<file path="src/hdl/soc_bus_pkg.sv">
//********************
// Bus widths, bus operation encoding
// and converter state type
//********************

`default_nettype none

package soc_bus_pkg;

	// Master bus widths
	localparam int DATA_W = 32;
	localparam int ADDR_W = 32;

	// Narrow memory data width
	localparam int HALF_W = 16;

	// Value on the rw line
	typedef enum logic {
		BUS_READ  = 1'b0,
		BUS_WRITE = 1'b1
	} bus_op_e;

	// 16-to-32 converter states
	typedef enum logic [1:0] {
		IDLE,
		LOW,
		HIGH,
		DONE
	} mem16_state_e;

endpackage

`default_nettype wire

</file>
<file path="src/hdl/soc_map_pkg.sv">
//********************
// Address map of the bus fabric
// Bank, 16-bit memory and LED windows
//********************

`default_nettype none

package soc_map_pkg;

	// Block RAM banks, 1 KiB apart
	localparam int NUM_BANKS = 4;
	localparam int BANK_WORDS = 256;
	localparam logic [soc_bus_pkg::ADDR_W-1:0] BANK_BASE = 32'h0000_0000;
	localparam int BANK_ADDR_W = 8;

	// 16-bit memory window, counted in 32-bit words
	localparam logic [soc_bus_pkg::ADDR_W-1:0] SRAM_BASE = 32'h1000_0000;
	localparam int SRAM_WORDS = 1024;
	// Halfword address width, 2048 halfwords
	localparam int SRAM_ADDR_W = 11;

	// LED register window
	localparam logic [soc_bus_pkg::ADDR_W-1:0] LED_BASE = 32'h5000_0000;
	localparam int LED_SPAN = 16;
	localparam int LED_W = 10;

endpackage

`default_nettype wire

</file>
<file path="src/hdl/memory_16_to_32.sv">
//********************
// 32-bit to 16-bit access converter
// Low halfword first, then high
//********************

`default_nettype none

module memory_16_to_32 (
	input  wire logic                                  i_clock,
	input  wire logic                                  i_rst_n,
	input  wire logic                                  i_request,
	input  wire logic                                  i_rw,
	input  wire logic [soc_map_pkg::SRAM_ADDR_W-2:0]   i_offset,
	input  wire logic [soc_bus_pkg::DATA_W-1:0]        i_wdata,
	output logic      [soc_bus_pkg::DATA_W-1:0]        o_rdata,
	output logic                                       o_ready,

	output logic                                       o_ram_request,
	output logic                                       o_ram_rw,
	output logic      [soc_map_pkg::SRAM_ADDR_W-1:0]   o_ram_address,
	output logic      [soc_bus_pkg::HALF_W-1:0]        o_ram_wdata,
	input  wire logic [soc_bus_pkg::HALF_W-1:0]        i_ram_rdata,
	input  wire logic                                  i_ram_ready
);

	soc_bus_pkg::mem16_state_e state;
	logic high_half;

	assign high_half = state == soc_bus_pkg::HIGH;

	// Master holds address, rw and data until o_ready, so they feed
	// the narrow side directly
	assign o_ram_request = (state == soc_bus_pkg::LOW) || high_half;
	assign o_ram_rw = i_rw;
	assign o_ram_address = {i_offset, high_half};
	assign o_ram_wdata = high_half ? i_wdata[soc_bus_pkg::DATA_W-1:soc_bus_pkg::HALF_W]
		: i_wdata[soc_bus_pkg::HALF_W-1:0];

	assign o_ready = state == soc_bus_pkg::DONE;

	always_ff @(posedge i_clock or negedge i_rst_n) begin
		if (!i_rst_n) begin
			state <= soc_bus_pkg::IDLE;
		end else begin
			case (state)
				soc_bus_pkg::IDLE: begin
					if (i_request) begin
						state <= soc_bus_pkg::LOW;
					end
				end
				soc_bus_pkg::LOW: begin
					if (i_ram_ready) begin
						state <= soc_bus_pkg::HIGH;
					end
				end
				soc_bus_pkg::HIGH: begin
					if (i_ram_ready) begin
						state <= soc_bus_pkg::DONE;
					end
				end
				// Request drops at this edge, back to idle
				default: begin
					state <= soc_bus_pkg::IDLE;
				end
			endcase
		end
	end

	// Collect read halves as they come back
	always_ff @(posedge i_clock) begin
		if (i_ram_ready && state == soc_bus_pkg::LOW) begin
			o_rdata[soc_bus_pkg::HALF_W-1:0] <= i_ram_rdata;
		end
		if (i_ram_ready && high_half) begin
			o_rdata[soc_bus_pkg::DATA_W-1:soc_bus_pkg::HALF_W] <= i_ram_rdata;
		end
	end

endmodule

`default_nettype wire

</file>
<file path="config.mk">
export PLATFORM = sky130hd
export DESIGN_NAME = memory_16_to_32
export DESIGN_NICKNAME = d
export VERILOG_FILES = /design/src/hdl/soc_bus_pkg.sv /design/src/hdl/soc_map_pkg.sv /design/src/hdl/memory_16_to_32.sv
export SDC_FILE = /design/constraint.sdc
export NUM_CORES = 1
export LEC_CHECK = 0
export BUFFER_PORTS_ARGS = -buffer_cell sky130_fd_sc_hd__buf_2
export CELL_PAD_IN_SITES_DETAIL_PLACEMENT = 0
export CELL_PAD_IN_SITES_GLOBAL_PLACEMENT = 1
export CORE_MARGIN = 5
export CORE_UTILIZATION = 30
export DETAILED_ROUTE_END_ITERATION = 7
export MAX_ROUTING_LAYER = met4
export PLACE_DENSITY_LB_ADDON = 0.08
export SKIP_CTS_REPAIR_TIMING = 1
export SYNTH_ARGS = -nofsm -noshare
export SYNTH_HDL_FRONTEND = slang
export SYNTH_SLANG_ARGS = --single-unit
</file>
<file path="constraint.sdc">
create_clock -name i_clock -period 3.2 [get_ports i_clock]
set_clock_uncertainty 0.15 [all_clocks]
set_input_delay 0.16 -clock i_clock [delete_from_list [all_inputs] [get_ports i_clock]]
set_output_delay 0.16 -clock i_clock [all_outputs]
set_load 0.005 [all_outputs]
</file>
==> metrics <==
IO Port Bufs=102; most common cell in the netlist=edfxtp_1; asr flop ratio synth=5.88%; synth cell count leaders=32 x edfxtp_1, 16 x mux2_2, 12 x buf_4; RR Endpoint=state[1]; Vias=1067; Worst-path clk slew=0.07 ns; Post-synth EDFFs=32; CTS buffer count=5; VDD IR-drop max=0.457 mV; TritonCTS clock tree=yes; endpoint type of the worst setup path=primary output; Clk Latency, worst-skew pair=0.28 ns; WP data arrival=2.07 ns; Design Power=1.55 mW; Detail Placement HPWL=2850 um; DR DRC count=0; r2r setup slk=1.11 ns; Net count, final=261; remaining antenna violation count after routing=0; die outline height=79.8 um; CP startpoint kind=flip-flop; Slew HR=45.8%; Post-Syn Nets=149; Initial DRC Count=31; layout cell share with drive strength beyond 1=66.3%; WL/cell=13.8 um; antenna violations before repair=0; Tcrit/Tclk final=74.3%; Synth Register Bits=34; minimum clock period=2.38 ns; Cells after Synth=80; GR Overflow Total=0; pwr dens=697 mW/mm^2; Ys Warns=0; routed vias/inst=4.10; Top FF cell, synth=edfxtp_1; unrepaired setup endpoints after global routing=false; Antenna Cells=0; final slew viol count=0; reg2reg start=state[0]; WL final=3580 um; Core Area=0.00472 sq mm; top post-synthesis cells by area=edfxtp_1 66%, mux2_2 12%, buf_4 6.2%; setup_tns=0 ns; critical setup path kind=flip-flop to primary output; die width=79.8 um; post-synth top area cell=edfxtp_1; die footprint=0.00637 sq mm; Starting Density=30.9%; crit path max fanout=18; Final setup viols=0; Global Route Usage Sum=10.7%; outcome=completed; Pre-antenna DRT Iters=4; Yosys top cell area share=65.8%; IO Pins=125; RePlAce Congestion=0.713; largest net degree at the start of global routing=19; cell depth of the worst flop-to-flop path=5; Leak=0.998 nW; Mapped Avg Cell Area=18.3 sq um; vias in the first global route=1012; number of max-cap violations=0; Synth-to-Final Area Change=52.4%; deepest clock path buffer count=2; row count=25; min-delay worst type=primary input to asynchronous set/reset pin; mapped cell area=0.00146 sq mm; post-synthesis cell type count=14; Clock Sinks=34; first-pass GRT wire length=4940 um; Worst Tran Pin Value=0.813 ns; FILL cells=459; Root Buffer=clkbuf_8; fmax=420 MHz; htree depth=2; register area share after synthesis=69.2%; worst endpoint required time=2.89 ns; Fin. Hold Viols=0
==> metrics by stage <==
stage	worst slack (ns)	cells	hold slack, ns	area (sq um)	util, %
after floorplan	1.52	80	-0.286	1460	-
after global placement	1.16	235	-0.196	1940	41.1
after detailed placement	1.07	235	-0.198	1940	41.1
after CTS	0.764	243	-0.503	2060	43.5
after global routing	0.655	260	0.0578	2230	47.2
final	0.821	260	0.0378	2230	47.2
==> flip-flops by register name (all words and copies together) (netlist names) <==
| signal | flops |
|---|---|
| o_rdata | 32 |
| state | 2 |
==> placed cells by master, fill, tap and decap left out, drive strengths merged <==
master,Yosys,final
o22ai,1,1
mux2,17,17
o21bai,1,1
nor2,1,1
ha,6,6
buf,13,102
inv,3,3
clkbuf,1,7
bufinv,0,1
edfxtp,32,32
dlygate4sd3,0,17
dfrtp,2,2
and2,2,2
mux2i,1,1
==> per-layer routing <==
metal	track usage, %	up-vias	share of wire (%)
li1	-	504	-
met1	11.6	480	38
met2	16.8	71	50
met3	3.61	12	9.7
met4	6.59	0	2.5
met5	-	-	0
==> kinds of logic after synthesis <==
group / after synthesis / synth area share (%)
simple gates: 3 / 1.63
compound gates: 2 / 1.37
fa+ha+maj: 6 / 5.14
mux: 18 / 14.0
flops: 34 / 69.2
buf+inv: 17 / 8.65
==> final cells by class <==
cell class | instances | area [sq um] | share of cell area, %
Sequential cell | 34 | 1010 | 45.4
Timing Repair Buffer | 119 | 681 | 30.6
Multi-Input combinational cell | 29 | 324 | 14.6
Clock buffer | 7 | 86.3 | 3.88
Tap cell | 67 | 83.8 | 3.76
Clock inverter | 1 | 30.0 | 1.35
Inverter | 3 | 11.3 | 0.506
==> power by group <==
| group | switching, mW | leakage [nW] | internal (mW) | total [mW] |
|---|---|---|---|---|
| Combinational | 0.249 | 0.621 | 0.288 | 0.537 |
| Clock | 0.143 | 0.0585 | 0.254 | 0.397 |
| Sequential | 0.0312 | 0.318 | 0.587 | 0.618 |
| Total | 0.423 | 0.998 | 1.13 | 1.55 |
==> worst max-delay path, stage by stage (launching register included) <==
cell     delay [ns]
dfrtp_1        0.42
inv_1          0.13
ha_1           0.70
mux2_2         0.40
buf_2          0.13
==> how the worst max path moves through the flow <==
| stage | end | depth (start not counted) | slack, ns | from |
|---|---|---|---|---|
| 2_1_floorplan | o_rdata[0] | 3 | 1.52 | state[1] |
| 3_3_place_gp | o_ram_wdata[10] | 4 | 1.16 | state[0] |
| 3_5_place_dp | state[1] | 5 | 1.07 | state[0] |
| 4_1_cts | o_ram_wdata[6] | 4 | 0.76 | state[0] |
| 5_1_grt | o_ram_wdata[6] | 4 | 0.65 | state[0] |
| 6_report | o_ram_wdata[6] | 4 | 0.82 | state[0] |
(Power assumes the default switching activity.)
