### src/hdl/soc_bus_pkg.sv
//********************
// Bus widths, bus operation encoding
// and converter state type
//********************

`default_nettype none

package soc_bus_pkg;

	// Master bus widths
	localparam int DATA_W = 32;
	localparam int ADDR_W = 32;

	// Narrow memory data width
	localparam int HALF_W = 16;

	// Value on the rw line
	typedef enum logic {
		BUS_READ  = 1'b0,
		BUS_WRITE = 1'b1
	} bus_op_e;

	// 16-to-32 converter states
	typedef enum logic [1:0] {
		IDLE,
		LOW,
		HIGH,
		DONE
	} mem16_state_e;

endpackage

`default_nettype wire

### src/hdl/soc_map_pkg.sv
//********************
// Address map of the bus fabric
// Bank, 16-bit memory and LED windows
//********************

`default_nettype none

package soc_map_pkg;

	// Block RAM banks, 1 KiB apart
	localparam int NUM_BANKS = 4;
	localparam int BANK_WORDS = 256;
	localparam logic [soc_bus_pkg::ADDR_W-1:0] BANK_BASE = 32'h0000_0000;
	localparam int BANK_ADDR_W = 8;

	// 16-bit memory window, counted in 32-bit words
	localparam logic [soc_bus_pkg::ADDR_W-1:0] SRAM_BASE = 32'h1000_0000;
	localparam int SRAM_WORDS = 1024;
	// Halfword address width, 2048 halfwords
	localparam int SRAM_ADDR_W = 11;

	// LED register window
	localparam logic [soc_bus_pkg::ADDR_W-1:0] LED_BASE = 32'h5000_0000;
	localparam int LED_SPAN = 16;
	localparam int LED_W = 10;

endpackage

`default_nettype wire

### src/hdl/bus_decoder.sv
//********************
// Address decoder for the master bus
//********************

`default_nettype none

module bus_decoder (
	input  wire logic                                      i_request,
	input  wire logic                                      i_rw,
	input  wire logic [soc_bus_pkg::ADDR_W-1:0]            i_address,
	output logic      [soc_map_pkg::NUM_BANKS-1:0]         o_bank_request,
	output logic      [soc_map_pkg::BANK_ADDR_W-1:0]       o_bank_offset,
	output logic                                           o_sram_request,
	output logic      [soc_map_pkg::SRAM_ADDR_W-2:0]       o_sram_offset,
	output logic                                           o_led_request,
	output logic                                           o_unmapped,
	output logic      [soc_map_pkg::NUM_BANKS-1:0]         o_select_bank,
	output logic                                           o_select_sram
);

	logic [soc_bus_pkg::ADDR_W-1:0] bank_rel;
	logic [soc_bus_pkg::ADDR_W-1:0] sram_rel;
	logic [soc_bus_pkg::ADDR_W-1:0] led_rel;
	logic [$clog2(soc_map_pkg::NUM_BANKS)-1:0] bank_idx;
	logic bank_hit;
	logic sram_hit;
	logic led_hit;
	logic is_write;

	// Offsets from each base, an address below a base wraps and misses
	assign bank_rel = i_address - soc_map_pkg::BANK_BASE;
	assign sram_rel = i_address - soc_map_pkg::SRAM_BASE;
	assign led_rel = i_address - soc_map_pkg::LED_BASE;

	assign bank_hit = bank_rel < soc_map_pkg::NUM_BANKS * soc_map_pkg::BANK_WORDS * 4;
	assign sram_hit = sram_rel < soc_map_pkg::SRAM_WORDS * 4;
	assign led_hit = led_rel < soc_map_pkg::LED_SPAN;
	assign is_write = i_rw == soc_bus_pkg::BUS_WRITE;

	assign bank_idx = bank_rel[soc_map_pkg::BANK_ADDR_W + 2 +: $clog2(soc_map_pkg::NUM_BANKS)];
	assign o_bank_offset = bank_rel[2 +: soc_map_pkg::BANK_ADDR_W];
	assign o_sram_offset = sram_rel[2 +: soc_map_pkg::SRAM_ADDR_W - 1];

	always_comb begin
		for (int k = 0; k < soc_map_pkg::NUM_BANKS; k++) begin
			o_select_bank[k] = bank_hit && (bank_idx == k);
		end
	end

	assign o_bank_request = i_request ? o_select_bank : '0;
	assign o_select_sram = sram_hit;
	assign o_sram_request = i_request && sram_hit;

	// LED register is write only, a LED read goes to the zero responder
	assign o_led_request = i_request && led_hit && is_write;
	assign o_unmapped = i_request && !bank_hit && !sram_hit && !(led_hit && is_write);

endmodule

`default_nettype wire

### config.mk
export PLATFORM = sky130hd
export DESIGN_NAME = bus_decoder
export DESIGN_NICKNAME = d
export VERILOG_FILES = /design/src/hdl/soc_bus_pkg.sv /design/src/hdl/soc_map_pkg.sv /design/src/hdl/bus_decoder.sv
export SDC_FILE = /design/constraint.sdc
export NUM_CORES = 1
export LEC_CHECK = 0
export BUFFER_PORTS_ARGS = -buffer_cell sky130_fd_sc_hd__buf_2
export CAP_MARGIN = 10
export CORE_MARGIN = 1
export CORE_UTILIZATION = 28
export DETAILED_ROUTE_END_ITERATION = 8
export PLACE_DENSITY = 0.9
export SLEW_MARGIN = 15
export SYNTH_ARGS = -nofsm -noshare
export SYNTH_HDL_FRONTEND = slang
export SYNTH_SLANG_ARGS = --single-unit
### constraint.sdc
create_clock -name vclk -period 2.5
set_clock_uncertainty 0.2 [all_clocks]
set_input_delay 0.5 -clock vclk [all_inputs]
set_output_delay 0.5 -clock vclk [all_outputs]
set_load 0.02 [all_outputs]
==> results of run 1 <==
## layout make-up
cell class | instances | area, sq um | area share (%)
inverters | 1 | 3.754 | 0.5803
multi-input cells | 32 | 267.8 | 41.39
well taps | 14 | 17.52 | 2.708
repair buffers | 57 | 357.8 | 55.32
## power groups by stage
stage	clock (uW)	sequential (uW)	combinational [uW]
5_1_grt	0	0	80.4
3_5_place_dp	0	0	71.5
3_3_place_gp	0	0	69.4
6_report	0	0	74.4
4_1_cts	0	0	73.0
2_1_floorplan	0	0	53.0
## synthesized netlist by cell type
cell / count / area [sq um]
a21boi_0: 1 / 7.510
and2_1: 2 / 12.51
and3_1: 3 / 18.77
and3_2: 2 / 15.01
and3b_1: 1 / 8.760
and4_1: 1 / 8.760
and4b_1: 1 / 10.01
buf_4: 18 / 135.1
inv_1: 1 / 3.750
mux2i_1: 1 / 10.01
nand2_1: 1 / 3.750
nand3_1: 2 / 10.01
nor2_1: 5 / 18.77
nor2b_1: 2 / 12.51
nor3_1: 1 / 5.000
nor3b_2: 1 / 12.51
nor4_1: 3 / 18.77
nor4_4: 1 / 21.27
o32ai_1: 1 / 8.760
or3_1: 1 / 6.260
or4_1: 1 / 7.510
or4_4: 1 / 11.26
## layer usage
layer  track usage [%]  routed length, microns
met4                 0                       0
met1             14.93                     388
met2             30.51                     609
met5                 0                       0
met3             1.163                      99
## cell families (layout without fill, tap and decap cells)
family / Yosys count / in the layout / synth area share (%)
and+or+nand+nor: 29 / 29 / 54.95
buffers and inverters: 19 / 58 / 37.88
AOI/OAI and AO/OA: 2 / 2 / 4.438
muxes: 1 / 1 / 2.730
## worst max path at each step
stage / from / end / slack (ns) / cells past startpoint
final: i_address[13] / o_bank_request[2] / -0.17 / 6
after global routing: i_address[13] / o_bank_request[2] / -0.23 / 6
after CTS: i_address[13] / o_sram_request / -0.21 / 6
after detailed placement: i_address[17] / o_bank_request[1] / -0.22 / 6
after global placement: i_address[17] / o_bank_request[1] / -0.22 / 6
after floorplan: i_address[17] / o_bank_request[3] / 0.01 / 4
## metrics by stage
| step | setup WS [ns] | total power (uW) | utilization, % | hold WS [ns] | cells |
|---|---|---|---|---|---|
| 3_5_place_dp | -0.2232 | 71.53 | 46.97 | 0.8003 | 104 |
| 2_1_floorplan | 0.009761 | 52.96 | - | 0.8362 | 51 |
| 3_3_place_gp | -0.2161 | 69.39 | 46.97 | 0.8003 | 104 |
| 6_report | -0.1651 | 74.43 | 55.95 | 0.8000 | 104 |
| 4_1_cts | -0.2141 | 73.02 | 54.33 | 0.8003 | 104 |
| 5_1_grt | -0.2310 | 80.40 | 55.95 | 0.8000 | 104 |
## timing repair
action | in CTS | in global routing
resized for setup | 26 | 6
setup endpoints to repair | 12 | 12
pin swaps | 9 | 4
cloned | 0 | 0
==> impl_results.md, run 1 <==
* Outcome: complete, but fails checks
* Failing checks: negative setup slack
* Antenna-violating nets left at 0
* Final min period at 2.665 ns
* Final setup vio count at 12
* CP Capture Type: output port
* Synthesized area per cell at 7.188 sq um
* Cells after Synth at 51
* Post-Route Setup TNS at -1.344 ns
* Max-Cap Viols at 0
* Rel. slew slack at 75.88%
* Diodes inserted at 0
* Detail Placement HPWL at 956.4 microns
* CP max stage delay at 0.53 ns
* YS warnings at 0
* Min-delay worst type: input port to output port
* Synth unique cells at 22
* Vias in the first global route at 425
* Initial Util at 31.71%
* Leak at 0.0003449 uW
* Drt pass-1 iters at 2
* Seq Cell Count at 0
* Switch Pwr at 40.37 uW
* Critical path class: input port to output port
* Pwr dens at 115.1 nW/um^2
* Part of the power in registers at 0%
* Fill cell count at 111
* Worst Path Required at 1.80 ns
* RSZ-0062 raised after global routing: true
* Register area share after synthesis at 0%
* Routability cong. at 0.7753
* Dpl cell area at 543.0 sq um
* Crit path arrival time at 1.97 ns
* Tightest Pin Transition at 0.3585 ns
* Worst path bufs/invs at 2
* Slew Limit Fails at 0
* HP Start: i_address[2]
* DRT iter0 DRCs at 3
* Most common cell after layout, fill and taps aside: buf_2
* Cts hold-fix bufs at 0
* Final Cell Area at 646.9 sq um
* Total gr overflow at 0
* Sw frac at 54.24%
* GRT Util Overall at 14.13%
* Logic gate share of total power at 100.0%
* Final Cycle Share at 106.6%
* Crit-path most repeated cell: buf_6
* Clock buffer cells at 0
* Avg WL per Cell at 10.55 microns
* Core area at 1156 sq um
* Antenna violations before repair at 0
* Row cnt at 12
* DRT Wirelength at 1097 microns
* Largest net degree at the start of global routing at 8
* Worst setup SP type: input port
* Vias per cell at 4.625
* Die span in x at 38.19 microns
* Residual DRC at 0
* Port Buf Inserts at 56
* Die Y at 38.19 microns
* Die area at 1458 sq um
* Area delta synth->final at 76.45%
* WHS Path Cells at 0
* Mapped cell area at 366.6 sq um
* First-pass GRT wire length at 1566 microns
* Top Ports at 64
* Share of post-route cells with drive strength above 1 at 77.78%
* Crit-path max FO at 4
* Maximum clock rate at 375.2 MHz
* CP Cell Sequence: buf_6 > or4_4 > nor4_4 > and3b_2 > and3_4 > buf_6
* Int Pwr at 34.06 uW
* Hold Vio Cnt, Final at 0
* Commonest cells after routing, fill and taps aside: buf_2 (43), buf_6 (10), nor2_1 (5), and3_4 (4), buf_4 (4)
* Syn_nets at 85
* Final WS setup at -0.1651 ns
* Register area at 0 sq um
* Nets at 126
* Largest delay share family, worst path: simple AND/OR/NAND/NOR gates
* Via Count at 481
* Setup Fix Bufs, Post-CTS at 0
* Max IR drop VDD at 0.06161 mV
* Clock power frac at 0%
* Worst Hold End: o_bank_offset[0]
* Slowest cell on crit path: or4_4
Note: power is estimated with default switching activity, not from simulation.
==> run 2: changes to the inputs <==
--- a/config.mk
+++ b/config.mk
@@ -10,7 +10,7 @@
 export CORE_MARGIN = 1
 export CORE_UTILIZATION = 28
 export DETAILED_ROUTE_END_ITERATION = 8
-export PLACE_DENSITY = 0.9
+export PLACE_DENSITY = 0.83
 export SLEW_MARGIN = 15
 export SYNTH_ARGS = -nofsm -noshare
 export SYNTH_HDL_FRONTEND = slang
==> run 2 against run 1 <==
  * The run still ends with negative setup slack left
  * Die area did not move
  * Power down 1.7%
  * Count of clock-buffer cells in the layout stayed put
  * Sequential share of layout area did not move
  * Cell count is the same
  * Critical path type unchanged
  * Critical endpoint is now o_sram_request
==> impl_results.md, run 2 (synthesized netlist as in run 1, its figures left out) <==
* Outcome: complete, but fails checks
* Failing checks: negative setup slack
* Post-Route Setup TNS at -1.501 ns (-0.1575 ns)
* Total gr overflow at 0 (unchanged)
* Routability cong. at 0.7334 (-5.4%)
* Row cnt at 12 (unchanged)
* Drt pass-1 iters at 2 (unchanged)
* Antenna-violating nets left at 0 (unchanged)
* Diodes inserted at 0 (unchanged)
* Final Cycle Share at 107.3% (+0.73 points)
* Clock buffer cells at 0 (unchanged)
* Area delta synth->final at 72.70%
* Die span in x at 38.19 microns (unchanged)
* First-pass GRT wire length at 1642 microns (+4.9%)
* Top Ports at 64 (unchanged)
* Tightest Pin Transition at 0.4021 ns (+0.04356 ns)
* Slew Limit Fails at 0 (unchanged)
* Core area at 1156 sq um (unchanged)
* Maximum clock rate at 372.7 MHz (-0.68%)
* Share of post-route cells with drive strength above 1 at 77.78% (unchanged)
* Max-Cap Viols at 0 (unchanged)
* DRT iter0 DRCs at 1 (-2)
* DRT Wirelength at 1098 microns (about the same)
* Fill cell count at 114 (+2.7%)
* Crit path arrival time at 1.98 ns (about the same)
* Residual DRC at 0 (unchanged)
* Placed insts at 104 (unchanged)
* Cts hold-fix bufs at 0 (unchanged)
* Via Count at 491 (+2.1%)
* Initial Util at 31.71% (unchanged)
* CP Capture Type: output port
* Worst Path Required at 1.80 ns (about the same)
* Antenna violations before repair at 0 (unchanged)
* Port Buf Inserts at 56 (unchanged)
* Final min period at 2.683 ns (+0.01829 ns)
* Die area at 1458 sq um (unchanged)
* Commonest cells after routing, fill and taps aside: buf_2 (44), buf_6 (9), buf_4 (4), nor2_1 (3), nor4_1 (3)
* RSZ-0062 raised after global routing: true
* Register area at 0 sq um (unchanged)
* Nets at 126 (unchanged)
* Area of the multi-input gates at 260.3 sq um (-2.8%)
* GRT Util Overall at 15.10% (+0.97 points)
* Rel. slew slack at 72.95% (-2.9 points)
* Largest net degree at the start of global routing at 8 (unchanged)
* Avg WL per Cell at 10.56 microns (about the same)
* Crit-path max FO at 4 (unchanged)
* Critical path class: input port to output port
* Leak at 0.0003448 uW (about the same)
* Most common cell after layout, fill and taps aside: buf_2
* Vias per cell at 4.721 (+2.1%)
* Non-Filler Instances at 104 (unchanged)
* WHS Path Cells at 0 (unchanged)
* Final setup vio count at 12 (unchanged)
* Die Y at 38.19 microns (unchanged)
* Min-delay worst type: input port to output port
* Seq Cell Count at 0 (unchanged)
* Final Util at 54.76% (-1.2 points)
* Hold Vio Cnt, Final at 0 (unchanged)
* Final WS setup at -0.1834 ns (-0.01829 ns)
* Detail Placement HPWL at 937.5 microns (-2.0%)
* Max IR drop VDD at 0.05483 mV (-11%)
* Worst setup SP type: input port
* Pre-CTS setup slack at -0.2380 ns (-0.01479 ns)
* Pwr dens at 115.6 nW/um^2 (+0.45%)
* Vias in the first global route at 451 (+6.1%)
==> run 2: per-stage QoR <==
step | hold WS, ns | total power [uW] | area (sq um)
floorplan | 0.8362 | 52.96 | 372.9
global placement | 0.8002 | 69.54 | 543.0
detailed placement | 0.8002 | 71.55 | 543.0
CTS | 0.8002 | 73.25 | 624.3
global route | 0.8000 | 79.86 | 633.1
finish | 0.8000 | 73.17 | 633.1
==> run 2: path summary, 6_finish.rpt <==
check / startpoint / end
max: i_address[17] / o_sram_request
min: i_address[2] / o_sram_offset[0]
==> run 2: worst max-delay path, stage by stage <==
cell    delay [ns]
buf_6         0.09
or4_4         0.53
nor4_4        0.29
and3_4        0.25
and4_1        0.21
buf_6         0.12
==> run 2: layout make-up <==
type	count	share of cell area (%)
inverter	1	0.5929
multi-input combinational	32	41.11
tap	14	2.767
timing repair buffer	57	55.53
==> run 2: what timing repair did <==
| action | in CTS | in global routing |
|---|---|---|
| buffers inserted | 0 | 0 |
| gates resized for setup | 25 | 3 |
| setup endpoints to repair | 12 | 12 |
| pin swaps | 4 | 0 |
==> run 2: report_power, final <==
group / leakage [uW] / internal (uW) / switching (uW)
clock: 0 / 0 / 0
sequential: 0 / 0 / 0
combinational: 0.000345 / 32.9 / 40.3
total: 0.000345 / 32.9 / 40.3
==> run 2: layer usage <==
layer	GRT usage (%)	vias up	wire, microns
met4	0	0	0
met5	0	-	0
met2	34.75	30	606
met3	0	0	94
li1	-	244	-
met1	14.93	217	397
