<file path="config.mk">
export PLATFORM = sky130hd
export DESIGN_NAME = bus_response_mux
export DESIGN_NICKNAME = d
export VERILOG_FILES = /design/src/hdl/soc_bus_pkg.sv /design/src/hdl/soc_map_pkg.sv /design/src/hdl/bus_response_mux.sv
export SDC_FILE = /design/constraint.sdc
export NUM_CORES = 1
export LEC_CHECK = 0
export BUFFER_PORTS_ARGS = -buffer_cell sky130_fd_sc_hd__buf_2
export CAP_MARGIN = 20
export CORE_AREA = 5 5 76 78
export DETAILED_ROUTE_END_ITERATION = 12
export DIE_AREA = 0 0 81 83
export PLACE_DENSITY = 0.72
export SKIP_CTS_REPAIR_TIMING = 1
export SYNTH_ARGS = -nofsm -noshare
export SYNTH_HDL_FRONTEND = slang
export SYNTH_SLANG_ARGS = --single-unit
export TNS_END_PERCENT = 30
</file>
<file path="constraint.sdc">
create_clock -name i_clock -period 1.1 [get_ports i_clock]
set_input_delay 0.055 -clock i_clock [delete_from_list [all_inputs] [get_ports i_clock]]
set_output_delay 0.055 -clock i_clock [all_outputs]
set_load 0.02 [all_outputs]
</file>
<file path="src/hdl/soc_bus_pkg.sv">
//********************
// Bus widths, bus operation encoding
// and converter state type
//********************

`default_nettype none

package soc_bus_pkg;

	// Master bus widths
	localparam int DATA_W = 32;
	localparam int ADDR_W = 32;

	// Narrow memory data width
	localparam int HALF_W = 16;

	// Value on the rw line
	typedef enum logic {
		BUS_READ  = 1'b0,
		BUS_WRITE = 1'b1
	} bus_op_e;

	// 16-to-32 converter states
	typedef enum logic [1:0] {
		IDLE,
		LOW,
		HIGH,
		DONE
	} mem16_state_e;

endpackage

`default_nettype wire

</file>
<file path="src/hdl/soc_map_pkg.sv">
//********************
// Address map of the bus fabric
// Bank, 16-bit memory and LED windows
//********************

`default_nettype none

package soc_map_pkg;

	// Block RAM banks, 1 KiB apart
	localparam int NUM_BANKS = 4;
	localparam int BANK_WORDS = 256;
	localparam logic [soc_bus_pkg::ADDR_W-1:0] BANK_BASE = 32'h0000_0000;
	localparam int BANK_ADDR_W = 8;

	// 16-bit memory window, counted in 32-bit words
	localparam logic [soc_bus_pkg::ADDR_W-1:0] SRAM_BASE = 32'h1000_0000;
	localparam int SRAM_WORDS = 1024;
	// Halfword address width, 2048 halfwords
	localparam int SRAM_ADDR_W = 11;

	// LED register window
	localparam logic [soc_bus_pkg::ADDR_W-1:0] LED_BASE = 32'h5000_0000;
	localparam int LED_SPAN = 16;
	localparam int LED_W = 10;

endpackage

`default_nettype wire

</file>
<file path="src/hdl/bus_response_mux.sv">
//********************
// Response mux back to the master
// Zero responder for unmapped accesses
//********************

`default_nettype none

module bus_response_mux (
	input  wire logic                                                     i_clock,
	input  wire logic                                                     i_rst_n,
	input  wire logic [soc_map_pkg::NUM_BANKS-1:0]                        i_select_bank,
	input  wire logic                                                     i_select_sram,
	input  wire logic [soc_map_pkg::NUM_BANKS-1:0][soc_bus_pkg::DATA_W-1:0] i_bank_rdata,
	input  wire logic [soc_map_pkg::NUM_BANKS-1:0]                        i_bank_ready,
	input  wire logic [soc_bus_pkg::DATA_W-1:0]                           i_sram_rdata,
	input  wire logic                                                     i_sram_ready,
	input  wire logic                                                     i_led_ready,
	input  wire logic                                                     i_unmapped,
	output logic      [soc_bus_pkg::DATA_W-1:0]                           o_rdata,
	output logic                                                          o_ready
);

	logic [soc_bus_pkg::DATA_W-1:0] bank_rdata;
	logic bank_ready;
	logic unmapped_ready;

	// Bank select is one-hot, zero when no bank is addressed
	always_comb begin
		bank_rdata = '0;
		bank_ready = 1'b0;
		for (int k = 0; k < soc_map_pkg::NUM_BANKS; k++) begin
			if (i_select_bank[k]) begin
				bank_rdata = i_bank_rdata[k];
				bank_ready = i_bank_ready[k];
			end
		end
	end

	// Unmapped and LED reads complete in one cycle with zero data
	always_ff @(posedge i_clock or negedge i_rst_n) begin
		if (!i_rst_n) begin
			unmapped_ready <= 1'b0;
		end else begin
			unmapped_ready <= i_unmapped && !unmapped_ready;
		end
	end

	assign o_rdata = i_select_sram ? i_sram_rdata : bank_rdata;
	assign o_ready = bank_ready || (i_select_sram && i_sram_ready) || i_led_ready
		|| unmapped_ready;

endmodule

`default_nettype wire

</file>
==> results.md, run 1 <==
* Outcome: finished, violations left
* Failing checks: negative setup slack
* DR WL/cell at about 16 microns
* Pwr Total at around 1.2 mW
* RSZ-0062 raised after global routing: yes
* Biggest regs: unmapped_ready (1)
* Post-DP HPWL at 5863 microns
* Number of max-cap violations at 0
* Vias in the first global route at around 2,400
* Gpl congestion at between 0.8 and 0.9
* Ys flop type: dfrtp_1
* Via count at 2,424
* Initial Utilization at a little under a quarter
* Cell Area, Synth at 1166 sq um
* I/O pin total at around 210
* Final WS setup at -0.03501 ns
* Fmax achieved at slightly below 900 MHz
* Placed Cells at roughly 460
* Leakage at 1.306 nW
* Area leader, netlist: nand3b_1
* Initial antenna violation count at 0
* CP Max Fanout at 7
* Worst hold path class: input pin to flip-flop
* Reg2reg setup slack at 0.56 ns
* Post-route minimum period at ~1.1 ns
* Final Hold Fails at 0
* Sequential area share after synthesis at 2.146%
* Chip Height at approximately 83 microns
* Die W at ~81 microns
* First-pass GRT wire length at approximately 11,000 microns
* Post-Syn Nets at 371
* Final worst path period share at 103.2%
* Clock skew at 0 ns
* Fillers at 498
* Full die area at 6723 sq um
* Startpoint Class: input pin
* First-pass detailed-route iteration total at 4
* Worst EP arrival at ~1.1 ns
* CP Class: input pin to output port
* Final nets at 576
* Total routed wirelength at 7744 microns
* Power per cell area at between 400 and 500 nW/um^2
* Worst vdd ir at around 0.22 mV
* Yosys top cell area share at a little over a fifth
* R2R cell count at 1
* Worst Hold Launch: i_unmapped
* Actual slew at the worst max-slew pin at roughly 0.26 ns
* Reg with most FFs: unmapped_ready
* Mapped Avg Cell Area at between 5 and 6 sq um
* Port Buffers at between 200 and 250
* Post-synth EDFFs at 0
* Worst EP required at 1.04 ns
* Layout cell share with drive strength beyond 1 at 63.25%
* DR vias/cell at 5.157
* Post-synthesis register bit count at 1
* Worst Hold Depth at 2
* Layout area overhead at 128.0%
* Ys async rst share at 100.0%
* Syn Inst Count at around 200
* Worst Hold Path EP: unmapped_ready$_DFF_PN0_
* Max FFs per register at 1
* # diodes at 0
* Worst-Skew Late Latency at 0 ns
* DR iter-0 viols at 81
* Distinct cells, synth at 19
* Fin. max-slew vios at 0
* Post-route antenna net violation count at 0
* Clock transition at path regs at 0 ns
* GRT Util Overall at 18.42%
* CORE AREA at ~5000 sq um
* Synth warn at 0
* Worst R2R Start: unmapped_ready$_DFF_PN0_
* Std cell rows at 26
* R2R Path End: unmapped_ready$_DFF_PN0_
* Largest net degree at the start of global routing at 37
* Gr ovfl total at 0
* Worst setup EP type: output port
* Non-Filler Instances at 470
* Area contributors post-synth: nand3b_1, a31oi_1, o22ai_1, a21oi_1, nand2_1
* Slew HR at between 80% and 90%
* Drt drc at 0
* Final setup violating endpoints at 16
## stage by stage
step | util, % | worst slack [ns] | cell area, sq um | TNS [ns] | hold slack (ns)
2_1_floorplan | - | -0.02599 | 1222 | -0.5459 | -0.2406
3_3_place_gp | 46.83 | -0.07534 | 2346 | -1.022 | -0.1701
3_5_place_dp | 46.83 | -0.08716 | 2346 | -1.364 | -0.1669
4_1_cts | 46.83 | -0.1007 | 2346 | -1.747 | -0.1669
5_1_grt | 53.07 | -0.07897 | 2659 | -1.490 | 0.3157
6_report | 53.07 | -0.03501 | 2659 | -0.2706 | 0.2759
## power by group
| group | total (mW) | internal, mW | switching [mW] |
|---|---|---|---|
| registers | 0.0415 | 0.0400 | 0.00151 |
| clock network | 0 | 0 | 0 |
| logic | 1.20 | 0.610 | 0.586 |
| total | 1.24 | 0.650 | 0.587 |
## placed cells by master (no fill, tap or decap), types with 3 or more instances in the layout
master	n
buf_12	4
a31oi_1	23
buf_8	5
nand3b_1	33
a21oi_2	13
buf_4	38
buf_6	3
a21oi_1	18
buf_2	174
nand2_1	32
a31oi_2	9
o22ai_1	31
## per-layer routing
layer	up-vias	wire length (microns)	GRT usage (%)
met1	1111	2901	19.63
met2	125	4053	37.04
met5	-	0	0
met4	0	99	2.919
li1	1180	-	-
met3	8	690	2.706
## worst max path at each step
stage / startpoint / endpoint / slack [ns] / depth (start not counted)
after floorplan: i_select_bank[1] / o_rdata[19] / -0.03 / 5
after global placement: i_select_bank[2] / o_rdata[15] / -0.08 / 6
after detailed placement: i_select_bank[2] / o_rdata[14] / -0.09 / 6
after CTS: i_select_bank[2] / o_rdata[13] / -0.10 / 6
after global routing: i_select_bank[1] / o_rdata[25] / -0.08 / 7
final: i_select_bank[1] / o_rdata[12] / -0.04 / 7
## cell usage after synthesis (2+ instances only)
library cell	count
a21oi_1	33
nand3b_1	33
a31oi_1	32
nand2_1	32
o22ai_1	31
clkbuf_1	12
buf_2	8
buf_6	4
inv_1	2
## final cells by class
| class | count | area [sq um] | area share [%] |
|---|---|---|---|
| Tap cell | 70 | 87.58 | 3.294 |
| Timing Repair Buffer | 227 | 1405 | 52.85 |
| Multi-Input combinational cell | 170 | 1134 | 42.64 |
| Sequential cell | 1 | 25.02 | 0.9412 |
| Inverter | 2 | 7.507 | 0.2824 |
## critical path, cell delays in order
cell	delay, ns
buf_8	0.10
nor3b_4	0.18
buf_6	0.19
buf_8	0.15
a21oi_1	0.08
a31oi_2	0.16
buf_4	0.16
## cell families after synthesis
| kind of cell | count (synthesis) | synth area share, % |
|---|---|---|
| AO/OA/AOI/OAI | 99 | 49.89 |
| buffers and inverters | 26 | 11.80 |
| flip-flops | 1 | 2.146 |
| AND/OR/NAND/NOR | 71 | 36.16 |
No activity file was read; power rests on OpenSTA's default activity.
==> inputs of run 2 (changes only) <==
TNS_END_PERCENT = 5   (was 30)
==> run 2 against run 1 <==
The flow still finishes with violations (negative setup slack). Final cell count decreased by 1.7%. First-iteration DRC count grew 6.2%. Hold slack better by 0.022 ns. Combinational power is 12% lower. Design area fell by 12%. Via count decreased by 2.4%. Sequential cell count is the same. Routed wire length shrank 8.9%. Sequential share of layout area rose by 0.13 points. Critical path type unchanged. Die area did not move. Largest cell class unchanged. Utilization fell by 6.4 points. Setup slack lost 0.046 ns.
==> results.md, run 2 (same netlist as run 1, synthesis figures left out) <==
* DR WL met3 at 772 microns (was 690 microns)
* Hold_ws at 0.2980 ns (was 0.2759 ns)
* Largest net degree at the start of global routing at 37 (unchanged)
* Worst setup EP type: output port (unchanged)
* Chip Height at 83 microns (unchanged)
* Gpl congestion at 0.8836 (was 0.8447)
* Outcome: finished, violations left (unchanged)
* Number of max-cap violations at 0 (unchanged)
* Initial Utilization at 23.28% (unchanged)
* Internal at 0.5625 mW (was 0.6498 mW)
* Vias in the first global route at 2,333 (was 2,423)
* First-pass detailed-route iteration total at 5 (was 4)
* Worst Hold Path EP: unmapped_ready$_DFF_PN0_ (unchanged)
* Clock power share at 0% (about the same)
* Worst R2R Start: unmapped_ready$_DFF_PN0_ (unchanged)
* # diodes at 0 (unchanged)
* Slowest CP cell: nor3b_4 (was buf_6)
* Worst vdd ir at 0.2156 mV (was 0.2232 mV)
* Fmax achieved at 846.6 MHz (was 881.0 MHz)
* Reg with most FFs: unmapped_ready (unchanged)
* Actual slew at the worst max-slew pin at 0.2268 ns (was 0.2585 ns)
* Placement Setup Slack at -0.08174 ns (was -0.08716 ns)
* Final WS setup at -0.08126 ns (was -0.03501 ns)
* Final instance area at 2337 sq um (was 2659 sq um)
* Total routed wirelength at 7058 microns (was 7744 microns)
* Final worst path period share at 107.4% (was 103.2%)
* CP cell instances: buf_2 -> nor3b_4 -> buf_4 -> a21oi_1 -> a31oi_1 -> buf_2 (was buf_8 -> nor3b_4 -> buf_6 -> buf_8 -> a21oi_1 -> a31oi_2 -> buf_4)
* CP Class: input pin to output port (unchanged)
* Placed Cells at 461 (was 462)
* Non-Filler Instances at 462 (was 470)
* Die W at 81 microns (unchanged)
* Fin. max-slew vios at 0 (unchanged)
* Worst Hold Depth at 2 (unchanged)
* Critical Path Max Stage Delay at 0.22 ns (was 0.19 ns)
* Post-route antenna net violation count at 0 (unchanged)
* CORE AREA at 5010 sq um (unchanged)
* DR WL/cell at 15.28 microns (was 16.48 microns)
* R2R Path End: unmapped_ready$_DFF_PN0_ (unchanged)
* Critical Path Most Common Cell: buf_2 (was buf_8)
* Biggest regs: unmapped_ready (1) (unchanged)
* Worst hold path class: input pin to flip-flop (unchanged)
* Most common cell after layout, fill and taps aside: buf_2 (unchanged)
* Post-route minimum period at 1.181 ns (was 1.135 ns)
* Setup TNS Final at -0.3150 ns (was -0.2706 ns)
* Fillers at 526 (was 498)
* GRT Util Overall at 17.98% (was 18.42%)
* Switching Fraction at 48.66% (was 47.48%)
* Gr ovfl total at 0 (unchanged)
* Met2 wire len at 3614 microns (was 4053 microns)
* I/O pin total at 207 (unchanged)
* Logic pwr share at 96.2% (was 96.6%)
* Final nets at 568 (was 576)
* Worst Hold Launch: i_unmapped (unchanged)
* Clock transition at path regs at 0 ns (about the same)
* Final Hold Fails at 0 (unchanged)
* Final setup violating endpoints at 22 (was 16)
* Worst EP required at 1.04 ns (about the same)
* Slew HR at 84.88% (was 82.77%)
* Layout cell share with drive strength beyond 1 at 56.38% (was 63.25%)
* Crit path max-delay family: buffers and inverters (unchanged)
* RSZ-0062 raised after global routing: yes (unchanged)
* Switching Power at 0.5330 mW (was 0.5874 mW)
* Drt drc at 0 (unchanged)
* Most frequent cells in the layout: buf_2, nand3b_1, a21oi_1, nand2_1 (was buf_2, buf_4, nand3b_1, nand2_1, o22ai_1)
* Area after DPL at 2276 sq um (was 2346 sq um)
* Reg2reg setup slack at 0.55 ns (was 0.56 ns)
* Worst EP arrival at 1.13 ns (was 1.08 ns)
* Routed metal-1 wire length at 2530 microns (was 2901 microns)
* DR iter-0 viols at 86 (was 81)
* CP Max Fanout at 13 (was 7)
* Post-DP HPWL at 5800 microns (was 5863 microns)
* Clock skew at 0 ns (unchanged)
* Fin util at 46.65% (was 53.07%)
* Std cell rows at 26 (unchanged)
* Via count at 2,366 (was 2,424)
* Uppermost layer routed: met4 (unchanged)
* Pwr Total at 1.095 mW (was 1.237 mW)
* Port Buffers at 206 (unchanged)
* Failing checks: negative setup slack (unchanged)
* DR vias/cell at 5.121 (was 5.157)
* Startpoint Class: input pin (unchanged)
* Initial antenna violation count at 0 (unchanged)
* Leakage at 1.212 nW (was 1.306 nW)
* Worst-Skew Late Latency at 0 ns (about the same)
* Layout area overhead at 100.4% (was 128.0%)
* Power per cell area at 468.7 nW/um^2 (was 465.3 nW/um^2)
* WP buf/inv at 3 (was 4)
* Flop pwr share at 3.8% (was 3.4%)
* Full die area at 6723 sq um (unchanged)
* First-pass GRT wire length at 10,290 microns (was 10,550 microns)
* Max FFs per register at 1 (unchanged)
* R2R cell count at 1 (unchanged)
-- run 2: metal layers --
layer	global-route usage [%]	vias up
li1	-	1159
met1	19.50	1041
met2	34.88	152
met3	3.463	14
met4	3.533	0
met5	0	-
-- run 2: area by class of cell --
type,count,area [sq um],share of cell area (%)
flip-flops and latches,1,25.02,1.071
inverters,2,7.507,0.3212
repair buffers,219,1207,51.66
well taps,70,87.58,3.747
multi-input cells,170,1010,43.20
-- run 2: worst max path at each step --
stage / start / endpoint / cells past startpoint
after detailed placement: i_select_bank[2] / o_rdata[30] / 6
after global routing: i_select_bank[2] / o_rdata[2] / 6
after global placement: i_select_bank[2] / o_rdata[30] / 6
after floorplan: i_select_bank[1] / o_rdata[11] / 5
after CTS: i_select_bank[2] / o_rdata[30] / 6
final: i_select_bank[2] / o_rdata[2] / 6
-- run 2: power by group through the flow --
stage	logic [mW]	registers [mW]	clock network [mW]
finish	1.05	0.0415	0
global route	1.14	0.0420	0
CTS	1.01	0.0415	0
detailed placement	1.00	0.0415	0
global placement	0.987	0.0413	0
floorplan	0.506	0.0407	0
