==> config.mk <==
export PLATFORM = sky130hd
export DESIGN_NAME = led_register
export DESIGN_NICKNAME = d
export VERILOG_FILES = /design/src/hdl/soc_bus_pkg.sv /design/src/hdl/soc_map_pkg.sv /design/src/hdl/led_register.sv
export SDC_FILE = /design/constraint.sdc
export NUM_CORES = 1
export LEC_CHECK = 0
export ABC_AREA = 1
export BUFFER_PORTS_ARGS = -buffer_cell sky130_fd_sc_hd__buf_4
export CORE_AREA = 2 2 42 44
export CTS_CLUSTER_DIAMETER = 60
export DETAILED_ROUTE_END_ITERATION = 10
export DIE_AREA = 0 0 44 46
export PLACE_DENSITY = 0.7
export SYNTH_ARGS = -nofsm -noshare
export SYNTH_HDL_FRONTEND = slang
export SYNTH_SLANG_ARGS = --single-unit
==> constraint.sdc <==
create_clock -name i_clock -period 0.89 [get_ports i_clock]
set_clock_uncertainty 0.15 [all_clocks]
set_input_delay 0.089 -clock i_clock [delete_from_list [all_inputs] [get_ports i_clock]]
set_output_delay 0.089 -clock i_clock [all_outputs]
set_load 0.03 [all_outputs]
==> src/hdl/soc_bus_pkg.sv <==
//********************
// Bus widths, bus operation encoding
// and converter state type
//********************

`default_nettype none

package soc_bus_pkg;

	// Master bus widths
	localparam int DATA_W = 32;
	localparam int ADDR_W = 32;

	// Narrow memory data width
	localparam int HALF_W = 16;

	// Value on the rw line
	typedef enum logic {
		BUS_READ  = 1'b0,
		BUS_WRITE = 1'b1
	} bus_op_e;

	// 16-to-32 converter states
	typedef enum logic [1:0] {
		IDLE,
		LOW,
		HIGH,
		DONE
	} mem16_state_e;

endpackage

`default_nettype wire

==> src/hdl/soc_map_pkg.sv <==
//********************
// Address map of the bus fabric
// Bank, 16-bit memory and LED windows
//********************

`default_nettype none

package soc_map_pkg;

	// Block RAM banks, 1 KiB apart
	localparam int NUM_BANKS = 4;
	localparam int BANK_WORDS = 256;
	localparam logic [soc_bus_pkg::ADDR_W-1:0] BANK_BASE = 32'h0000_0000;
	localparam int BANK_ADDR_W = 8;

	// 16-bit memory window, counted in 32-bit words
	localparam logic [soc_bus_pkg::ADDR_W-1:0] SRAM_BASE = 32'h1000_0000;
	localparam int SRAM_WORDS = 1024;
	// Halfword address width, 2048 halfwords
	localparam int SRAM_ADDR_W = 11;

	// LED register window
	localparam logic [soc_bus_pkg::ADDR_W-1:0] LED_BASE = 32'h5000_0000;
	localparam int LED_SPAN = 16;
	localparam int LED_W = 10;

endpackage

`default_nettype wire

==> src/hdl/led_register.sv <==
//********************
// Write-only LED register
//********************

`default_nettype none

module led_register (
	input  wire logic                               i_clock,
	input  wire logic                               i_rst_n,
	input  wire logic                               i_request,
	input  wire logic [soc_bus_pkg::DATA_W-1:0]     i_wdata,
	output logic                                    o_ready,
	output logic      [soc_map_pkg::LED_W-1:0]      o_ledr
);

	logic accept;

	assign accept = i_request && !o_ready;

	always_ff @(posedge i_clock or negedge i_rst_n) begin
		if (!i_rst_n) begin
			o_ready <= 1'b0;
			o_ledr <= '0;
		end else begin
			o_ready <= accept;
			// Only the low bits reach the LEDs
			if (accept) begin
				o_ledr <= i_wdata[soc_map_pkg::LED_W-1:0];
			end
		end
	end

endmodule

`default_nettype wire

==> impl_results.html, run 1 <==
<table>
<tr><th>Metric</th><th>Value</th></tr>
<tr><th colspan="2">Finish</th></tr>
<tr><td>Share of layout cells above drive strength 1</td><td>41.1%</td></tr>
<tr><td>Multi-input logic area</td><td>136 um2</td></tr>
<tr><td>Util after Layout</td><td>53.3%</td></tr>
<tr><td>Area growth from synthesis to final layout</td><td>95.2%</td></tr>
<tr><td>Fill cell count</td><td>142</td></tr>
<tr><td>Non-Filler Cell Area, Final</td><td>between 800 and 900 um2</td></tr>
<tr><td>Number of antenna diodes</td><td>0</td></tr>
<tr><td>Seq. cell area</td><td>277 um2</td></tr>
<tr><td>Post-layout nets</td><td>approximately 130</td></tr>
<tr><th colspan="2">Route</th></tr>
<tr><td>Post-route antenna net violation count</td><td>0</td></tr>
<tr><td>Routed wirelength normalized by instance count</td><td>10.9 um</td></tr>
<tr><td>Number of optimization iterations in the first detailed-route pass</td><td>4</td></tr>
<tr><td>Via total after detailed routing</td><td>471</td></tr>
<tr><td>Detailed router's first-iteration violation count</td><td>7</td></tr>
<tr><td>Drc violations</td><td>0</td></tr>
<tr><td>Post-detailed-route via-to-cell ratio</td><td>4.40</td></tr>
<tr><td>Total detailed-routing wirelength</td><td>1170 um</td></tr>
<tr><th colspan="2">Timing</th></tr>
<tr><td>Final worst-path cycle share</td><td>119%</td></tr>
<tr><td>Achievable Freq</td><td>944 MHz</td></tr>
<tr><td>Relative slew slack</td><td>90.3%</td></tr>
<tr><td>Final period demand of the worst path</td><td>1060 ps</td></tr>
<tr><td>Slew @ Worst Pin</td><td>145 ps</td></tr>
<tr><td>Post-route setup slack</td><td>-169 ps</td></tr>
<tr><td>Number of max-slew violations in the final report</td><td>0</td></tr>
<tr><td>Unrepaired setup endpoints after global routing</td><td>yes</td></tr>
<tr><td>Count of endpoints failing setup in the final report</td><td>22</td></tr>
<tr><td>Final hold violation count</td><td>0</td></tr>
<tr><th colspan="2">Setup path</th></tr>
<tr><td>Slowest stage cell, crit path</td><td>sky130_fd_sc_hd__dfrtp_2</td></tr>
<tr><td>Worst path arrival time</td><td>820 ps</td></tr>
<tr><td>Combined buffer and inverter count along the critical path</td><td>1</td></tr>
<tr><td>Crit path max-delay family</td><td>flip-flops</td></tr>
<tr><td>Maximum cell stage delay along the critical path</td><td>about 420 ps</td></tr>
<tr><td>Worst-path cell chain</td><td>buf_6</td></tr>
<tr><td>Worst endpoint required time</td><td>roughly 650 ps</td></tr>
<tr><td>Kind of capture point of the worst setup path</td><td>primary output</td></tr>
<tr><td>Worst-path maximum fanout</td><td>2</td></tr>
<tr><td>Type of element launching the critical path</td><td>flop</td></tr>
<tr><td>Critical path type</td><td>reg -&gt; out</td></tr>
<tr><th colspan="2">Floorplan</th></tr>
<tr><td>Die Footprint</td><td>a little over 2000 um2</td></tr>
<tr><td>Die boundary width</td><td>44 um</td></tr>
<tr><td>Die Span Y</td><td>46 um</td></tr>
<tr><td>Effective utilization at floorplan</td><td>between 20% and 30%</td></tr>
<tr><td>Row cnt</td><td>15</td></tr>
<tr><td>Core area</td><td>1610 um2</td></tr>
<tr><td>Number of top-level pins</td><td>46</td></tr>
<tr><th colspan="2">Run status</th></tr>
<tr><td>Status</td><td>finished, violations left</td></tr>
<tr><td>Violations in the final reports</td><td>negative setup slack</td></tr>
<tr><th colspan="2">Power</th></tr>
<tr><td>Static leakage</td><td>about 0.46 nW</td></tr>
<tr><td>VDD IR-drop max</td><td>675 uV</td></tr>
<tr><td>Power density normalized to cell area</td><td>1690 nW/um2</td></tr>
<tr><th colspan="2">CTS</th></tr>
<tr><td>Maximum buffer depth of the clock tree</td><td>2</td></tr>
<tr><td>Worst-Skew Late Latency</td><td>roughly 260 ps</td></tr>
<tr><td>Number of buffers created by CTS</td><td>3</td></tr>
<tr><td>Sinks on the clock net</td><td>11</td></tr>
<tr><td>Clock tree from TritonCTS</td><td>yes</td></tr>
<tr><td>Buffer type at the clock tree root</td><td>sky130_fd_sc_hd__clkbuf_4</td></tr>
<tr><td>CTS clock-pin slew for the worst setup and hold paths</td><td>70 ps</td></tr>
<tr><td>H-tree levels</td><td>1</td></tr>
<tr><th colspan="2">Synthesis</th></tr>
<tr><td>Yosys warning count</td><td>0</td></tr>
<tr><td>Avg Synthesized Cell Area</td><td>9.37 um2</td></tr>
<tr><td>Synthesized-area fraction occupied by xor and xnor cells</td><td>0%</td></tr>
<tr><td>Largest family of logic cells by synthesized area</td><td>simple AND/OR/NAND/NOR gates</td></tr>
<tr><td>Compound-gate portion of the synthesized area</td><td>0%</td></tr>
<tr><td>Share of synthesized area spent on multiplexers</td><td>0%</td></tr>
<tr><td>Sequential cell area fraction in the yosys report</td><td>62.5%</td></tr>
<tr><td>Share of synthesized cell area in and, or, nand and nor gates</td><td>29.8%</td></tr>
<tr><td>Syn nets</td><td>82</td></tr>
<tr><td>Count of cell types in the netlist</td><td>8</td></tr>
<tr><td>Synthesized area</td><td>440 um2</td></tr>
<tr><td>Number of register bits inferred by synthesis</td><td>11</td></tr>
<tr><td>Area share of fa/ha/maj cells after synthesis</td><td>0%</td></tr>
<tr><td>Mapped Cells</td><td>47</td></tr>
<tr><th colspan="2">Global route</th></tr>
<tr><td>First-pass GRT wire length</td><td>1820 um</td></tr>
<tr><td>Initial antenna violation count</td><td>0</td></tr>
<tr><td>Total gr overflow</td><td>0</td></tr>
<tr><td>Pin count of the biggest net entering global routing</td><td>12</td></tr>
<tr><td>Total global-route track usage</td><td>12.5%</td></tr>
<tr><td>Via count of the first global-routing pass</td><td>408</td></tr>
<tr><th colspan="2">Placed design</th></tr>
<tr><td>Final estimated routing congestion in global placement</td><td>around 0.74</td></tr>
<tr><td>HPWL reported at the end of detailed placement</td><td>721 um</td></tr>
<tr><td>Post-DP Area</td><td>624 um2</td></tr>
<tr><td>IO Port Bufs</td><td>23</td></tr>
<tr><th colspan="2">Hold path</th></tr>
<tr><td>Class of the most critical hold timing path</td><td>in -&gt; reg</td></tr>
<tr><th colspan="2">Run</th></tr>
<tr><td>Number of max-cap violations</td><td>0</td></tr>
</table>
## worst reg2reg max path, stage by stage (launching register included)
cell and delay, ps:
sky130_fd_sc_hd__dfrtp_2 420, sky130_fd_sc_hd__inv_2 100, sky130_fd_sc_hd__buf_6 120, sky130_fd_sc_hd__nand3_1 70, sky130_fd_sc_hd__nand2_1 80
## cells in the mapped netlist
library cell	count	area (um2)
sky130_fd_sc_hd__nand3_1	10	50.1
sky130_fd_sc_hd__inv_2	1	3.75
sky130_fd_sc_hd__nand2_2	1	6.26
sky130_fd_sc_hd__buf_4	2	15.0
sky130_fd_sc_hd__buf_6	1	11.3
sky130_fd_sc_hd__nand2_1	20	75.1
sky130_fd_sc_hd__dfrtp_1	11	275
sky130_fd_sc_hd__inv_1	1	3.75
## state kept, by name, summed over array words and instances (netlist names)
signal	count
o_ready	1
o_ledr	10
## power breakdown
part | switching [mW] | leakage (nW) | internal [mW] | total (mW)
combinational | 0.250 | 0.314 | 0.264 | 0.514
sequential | 0.0463 | 0.134 | 0.563 | 0.610
clock | 0.153 | 0.0150 | 0.173 | 0.326
## cell usage in the layout, fill, tap and decap left out
master,netlist,layout
sky130_fd_sc_hd__buf_4,2,18
sky130_fd_sc_hd__buf_6,1,13
sky130_fd_sc_hd__clkbuf_1,0,1
sky130_fd_sc_hd__clkbuf_4,0,3
sky130_fd_sc_hd__dfrtp_1,11,10
sky130_fd_sc_hd__dfrtp_2,0,1
sky130_fd_sc_hd__dlygate4sd3_1,0,11
sky130_fd_sc_hd__inv_1,1,1
sky130_fd_sc_hd__inv_2,1,1
sky130_fd_sc_hd__nand2_1,20,20
sky130_fd_sc_hd__nand2_4,0,1
sky130_fd_sc_hd__nand3_1,10,10
## cell families after synthesis
family / Yosys count
buf+inv: 5
flops: 11
simple gates: 31
## per-layer routing
layer	vias up	track usage [%]	wire length [um]	share of wire (%)
li1	235	-	-	-
met1	215	16.7	524	45
met2	19	18.8	545	47
met3	2	2.38	92	7.9
met4	0	7.27	5	0.43
met5	-	0	0	0
## cell type report
type / instances / area share [%]
inverters: 2 / 0.873
repair buffers: 42 / 45.6
flip-flops and latches: 11 / 32.2
clock buffers: 4 / 3.06
multi-input cells: 31 / 15.9
well taps: 17 / 2.47
## stage by stage
stage | worst slack (ps) | total power, mW | instances | hold slack (ps) | setup TNS, ps
4_1_cts | -172 | 1.44 | 104 | -1.77 | -2650
2_1_floorplan | -179 | 0.817 | 47 | -357 | -1820
5_1_grt | -189 | 1.52 | 107 | 24.3 | -3390
6_report | -169 | 1.45 | 107 | 9.65 | -2670
3_3_place_gp | -90.3 | 0.980 | 86 | -221 | -855
3_5_place_dp | -111 | 0.984 | 86 | -218 | -1040
## timing repair
action / 4_1_cts / 5_1_grt
cloned: 0 / 0
hold buffers: 11 / 0
endpoints found under the setup margin: 22 / 22
hold endpoints to repair: 21 / 0
setup buffers: 3 / 3
resized for setup: 14 / 0
## path summary, 6_finish.rpt
check / start / endpoint / slack (ps) / depth (start not counted)
max in group asynchronous: i_rst_n / o_ready / 390 / 2
max: o_ready / o_ready / -170 / 1
min: i_request / o_ledr[4] / 10 / 3
min reg2reg: o_ledr[3] / o_ledr[3] / 350 / 2
min in group asynchronous: i_rst_n / o_ledr[5] / 40 / 2
max reg2reg: o_ready / o_ledr[8] / -120 / 4
Power figures use the tool's default switching activity.
==> inputs of run 2 (changes only) <==
--- a/config.mk
+++ b/config.mk
@@ -6,7 +6,7 @@
 export NUM_CORES = 1
 export LEC_CHECK = 0
 export ABC_AREA = 1
-export BUFFER_PORTS_ARGS = -buffer_cell sky130_fd_sc_hd__buf_4
+export BUFFER_PORTS_ARGS = -buffer_cell sky130_fd_sc_hd__buf_2
 export CORE_AREA = 2 2 42 44
 export CTS_CLUSTER_DIAMETER = 60
 export DETAILED_ROUTE_END_ITERATION = 10
==> impl_results.html, run 2 (synthesis results as in run 1) <==
<table>
<tr><th>Metric</th><th>Value</th></tr>
<tr><th colspan="2">Finish</th></tr>
<tr><td>Area growth from synthesis to final layout</td><td>94.3% (was 95.2%)</td></tr>
<tr><td>Share of layout cells above drive strength 1</td><td>43.6% (was 41.1%)</td></tr>
<tr><td>Post-layout nets</td><td>130 (was 126)</td></tr>
<tr><td>Count of non-filler cells in the finished layout</td><td>111 (was 107)</td></tr>
<tr><td>Fill cell count</td><td>133 (was 142)</td></tr>
<tr><td>Number of antenna diodes</td><td>0 (unchanged)</td></tr>
<tr><td>Register with the most flip-flops</td><td>o_ledr (unchanged)</td></tr>
<tr><td>Multi-input logic area</td><td>136 um2 (unchanged)</td></tr>
<tr><td>Largest registers in the final layout</td><td>o_ledr (10), o_ready (1) (unchanged)</td></tr>
<tr><td>Most used cells in the layout excluding fill and tap cells</td><td>sky130_fd_sc_hd__nand2_1, sky130_fd_sc_hd__buf_2, sky130_fd_sc_hd__buf_6 (was sky130_fd_sc_hd__nand2_1, sky130_fd_sc_hd__buf_4, sky130_fd_sc_hd__buf_6)</td></tr>
<tr><td>Most frequent standard cell in the layout excluding fill and tap cells</td><td>sky130_fd_sc_hd__nand2_1 (unchanged)</td></tr>
<tr><td>Seq. cell area</td><td>277 um2 (unchanged)</td></tr>
<tr><td>Number of flip-flops under the largest register name</td><td>10 (unchanged)</td></tr>
<tr><td>Non-Filler Cell Area, Final</td><td>856 um2 (was 860 um2)</td></tr>
<tr><th colspan="2">Placed design</th></tr>
<tr><td>Post-Place Setup Slack</td><td>-118 ps (was -111 ps)</td></tr>
<tr><td>Post-DP Area</td><td>582 um2 (was 624 um2)</td></tr>
<tr><td>HPWL reported at the end of detailed placement</td><td>736 um (was 721 um)</td></tr>
<tr><td>Final estimated routing congestion in global placement</td><td>0.765 (was 0.740)</td></tr>
<tr><td>Placed insts</td><td>88 (was 86)</td></tr>
<tr><td>IO Port Bufs</td><td>23 (unchanged)</td></tr>
<tr><th colspan="2">Global route</th></tr>
<tr><td>Initial antenna violation count</td><td>0 (unchanged)</td></tr>
<tr><td>Total global-route track usage</td><td>13.4% (was 12.5%)</td></tr>
<tr><td>First-pass GRT wire length</td><td>1910 um (was 1820 um)</td></tr>
<tr><td>Pin count of the biggest net entering global routing</td><td>12 (unchanged)</td></tr>
<tr><td>Via count of the first global-routing pass</td><td>467 (was 408)</td></tr>
<tr><td>Total gr overflow</td><td>0 (unchanged)</td></tr>
<tr><th colspan="2">Setup path</th></tr>
<tr><td>Worst path arrival time</td><td>810 ps (was 820 ps)</td></tr>
<tr><td>Maximum cell stage delay along the critical path</td><td>410 ps (was 420 ps)</td></tr>
<tr><td>Kind of capture point of the worst setup path</td><td>primary output (unchanged)</td></tr>
<tr><td>Critical path type</td><td>reg -&gt; out (unchanged)</td></tr>
<tr><td>Combined buffer and inverter count along the critical path</td><td>1 (unchanged)</td></tr>
<tr><td>Worst endpoint required time</td><td>650 ps (about the same)</td></tr>
<tr><td>Type of element launching the critical path</td><td>flop (unchanged)</td></tr>
<tr><td>Crit path max-delay family</td><td>flip-flops (unchanged)</td></tr>
<tr><td>Slowest stage cell, crit path</td><td>sky130_fd_sc_hd__dfrtp_2 (unchanged)</td></tr>
<tr><td>Worst-path maximum fanout</td><td>2 (unchanged)</td></tr>
<tr><td>Worst-path cell chain</td><td>buf_6 (unchanged)</td></tr>
<tr><th colspan="2">Timing</th></tr>
<tr><td>Final hold slack</td><td>13.3 ps (was 9.65 ps)</td></tr>
<tr><td>Number of max-slew violations in the final report</td><td>0 (unchanged)</td></tr>
<tr><td>Final hold violation count</td><td>0 (unchanged)</td></tr>
<tr><td>Final period demand of the worst path</td><td>1050 ps (was 1060 ps)</td></tr>
<tr><td>Final worst-path cycle share</td><td>118% (was 119%)</td></tr>
<tr><td>Count of endpoints failing setup in the final report</td><td>21 (was 22)</td></tr>
<tr><td>Total negative setup slack</td><td>-2640 ps (was -2670 ps)</td></tr>
<tr><td>Post-route setup slack</td><td>-163 ps (was -169 ps)</td></tr>
<tr><td>Slew @ Worst Pin</td><td>241 ps (was 145 ps)</td></tr>
<tr><td>Unrepaired setup endpoints after global routing</td><td>yes (unchanged)</td></tr>
<tr><td>Achievable Freq</td><td>949 MHz (was 944 MHz)</td></tr>
<tr><td>Relative slew slack</td><td>83.9% (was 90.3%)</td></tr>
<tr><th colspan="2">Route</th></tr>
<tr><td>Drc violations</td><td>0 (unchanged)</td></tr>
<tr><td>Routed wirelength normalized by instance count</td><td>11.8 um (was 10.9 um)</td></tr>
<tr><td>Post-route antenna net violation count</td><td>0 (unchanged)</td></tr>
<tr><td>Total detailed-routing wirelength</td><td>1310 um (was 1170 um)</td></tr>
<tr><td>Post-detailed-route via-to-cell ratio</td><td>4.39 (was 4.40)</td></tr>
<tr><td>Detailed router's first-iteration violation count</td><td>5 (was 7)</td></tr>
<tr><td>Via total after detailed routing</td><td>487 (was 471)</td></tr>
<tr><td>Number of optimization iterations in the first detailed-route pass</td><td>4 (unchanged)</td></tr>
<tr><th colspan="2">Floorplan</th></tr>
<tr><td>Row cnt</td><td>15 (unchanged)</td></tr>
<tr><td>Die Footprint</td><td>2020 um2 (unchanged)</td></tr>
<tr><td>Core area</td><td>1610 um2 (unchanged)</td></tr>
<tr><td>Die Span Y</td><td>46 um (unchanged)</td></tr>
<tr><td>Number of top-level pins</td><td>46 (unchanged)</td></tr>
<tr><td>Effective utilization at floorplan</td><td>27.3% (unchanged)</td></tr>
<tr><td>Die boundary width</td><td>44 um (unchanged)</td></tr>
<tr><th colspan="2">Run status</th></tr>
<tr><td>Status</td><td>finished, violations left (unchanged)</td></tr>
<tr><td>Violations in the final reports</td><td>negative setup slack (unchanged)</td></tr>
<tr><th colspan="2">CTS</th></tr>
<tr><td>H-tree levels</td><td>1 (unchanged)</td></tr>
<tr><td>Maximum buffer depth of the clock tree</td><td>2 (unchanged)</td></tr>
<tr><td>Sinks on the clock net</td><td>11 (unchanged)</td></tr>
<tr><td>Worst-Skew Late Latency</td><td>260 ps (about the same)</td></tr>
<tr><td>Number of buffers created by CTS</td><td>3 (unchanged)</td></tr>
<tr><td>CTS clock-pin slew for the worst setup and hold paths</td><td>70 ps (about the same)</td></tr>
<tr><td>Clock tree from TritonCTS</td><td>yes (unchanged)</td></tr>
<tr><td>Buffer type at the clock tree root</td><td>sky130_fd_sc_hd__clkbuf_4 (unchanged)</td></tr>
<tr><th colspan="2">Hold path</th></tr>
<tr><td>Class of the most critical hold timing path</td><td>in -&gt; reg (unchanged)</td></tr>
<tr><th colspan="2">Run</th></tr>
<tr><td>Number of max-cap violations</td><td>0 (unchanged)</td></tr>
<tr><th colspan="2">Power</th></tr>
<tr><td>VDD IR-drop max</td><td>541 uV (was 675 uV)</td></tr>
<tr><td>Power density normalized to cell area</td><td>1710 nW/um2 (was 1690 nW/um2)</td></tr>
<tr><td>Static leakage</td><td>0.471 nW (was 0.463 nW)</td></tr>
</table>
-- run 2: routing by layer --
layer | global-route usage (%) | share of wire, % | vias up
met5 | 0 | 0 | -
met4 | 7.27 | 0 | 0
met3 | 5.16 | 7.3 | 0
met2 | 24.1 | 53 | 16
met1 | 13.1 | 39 | 231
li1 | - | - | 240
-- run 2: path summary, 6_finish.rpt --
path	from	endpoint	slack (ps)	cells past startpoint
min in group asynchronous	i_rst_n	o_ledr[5]	90	2
max	o_ready	o_ready	-160	1
max in group asynchronous	i_rst_n	o_ready	290	2
min	i_request	o_ready	10	3
max reg2reg	o_ready	o_ledr[6]	-120	4
min reg2reg	o_ledr[9]	o_ledr[9]	350	2
-- run 2: area by class of cell --
type                    count  share of cell area, %
well taps                  17                   2.49
repair buffers             46                   45.3
inverters                   2                  0.877
clock buffers               4                   3.07
flip-flops and latches     11                   32.3
multi-input cells          31                   15.9
-- run 2: repair_timing --
item | CTS | global route
cloned | 0 | 0
hold endpoints to repair | 22 | 0
hold buffers | 11 | 0
endpoints found under the setup margin | 22 | 22
gates resized for setup | 24 | 0
buffers inserted | 5 | 3
-- run 2: stage by stage --
stage               utilization [%]  total power, mW
finish                         53.0             1.46
global route                   53.0             1.54
CTS                            51.6             1.44
detailed placement             36.0            0.938
global placement               36.0            0.931
floorplan                         -            0.817
-- run 2: where the power goes --
group	internal, mW	switching (mW)	total (mW)
Combinational	0.267	0.257	0.524
Clock	0.173	0.153	0.326
Sequential	0.563	0.0463	0.610
Total	1.00	0.457	1.46
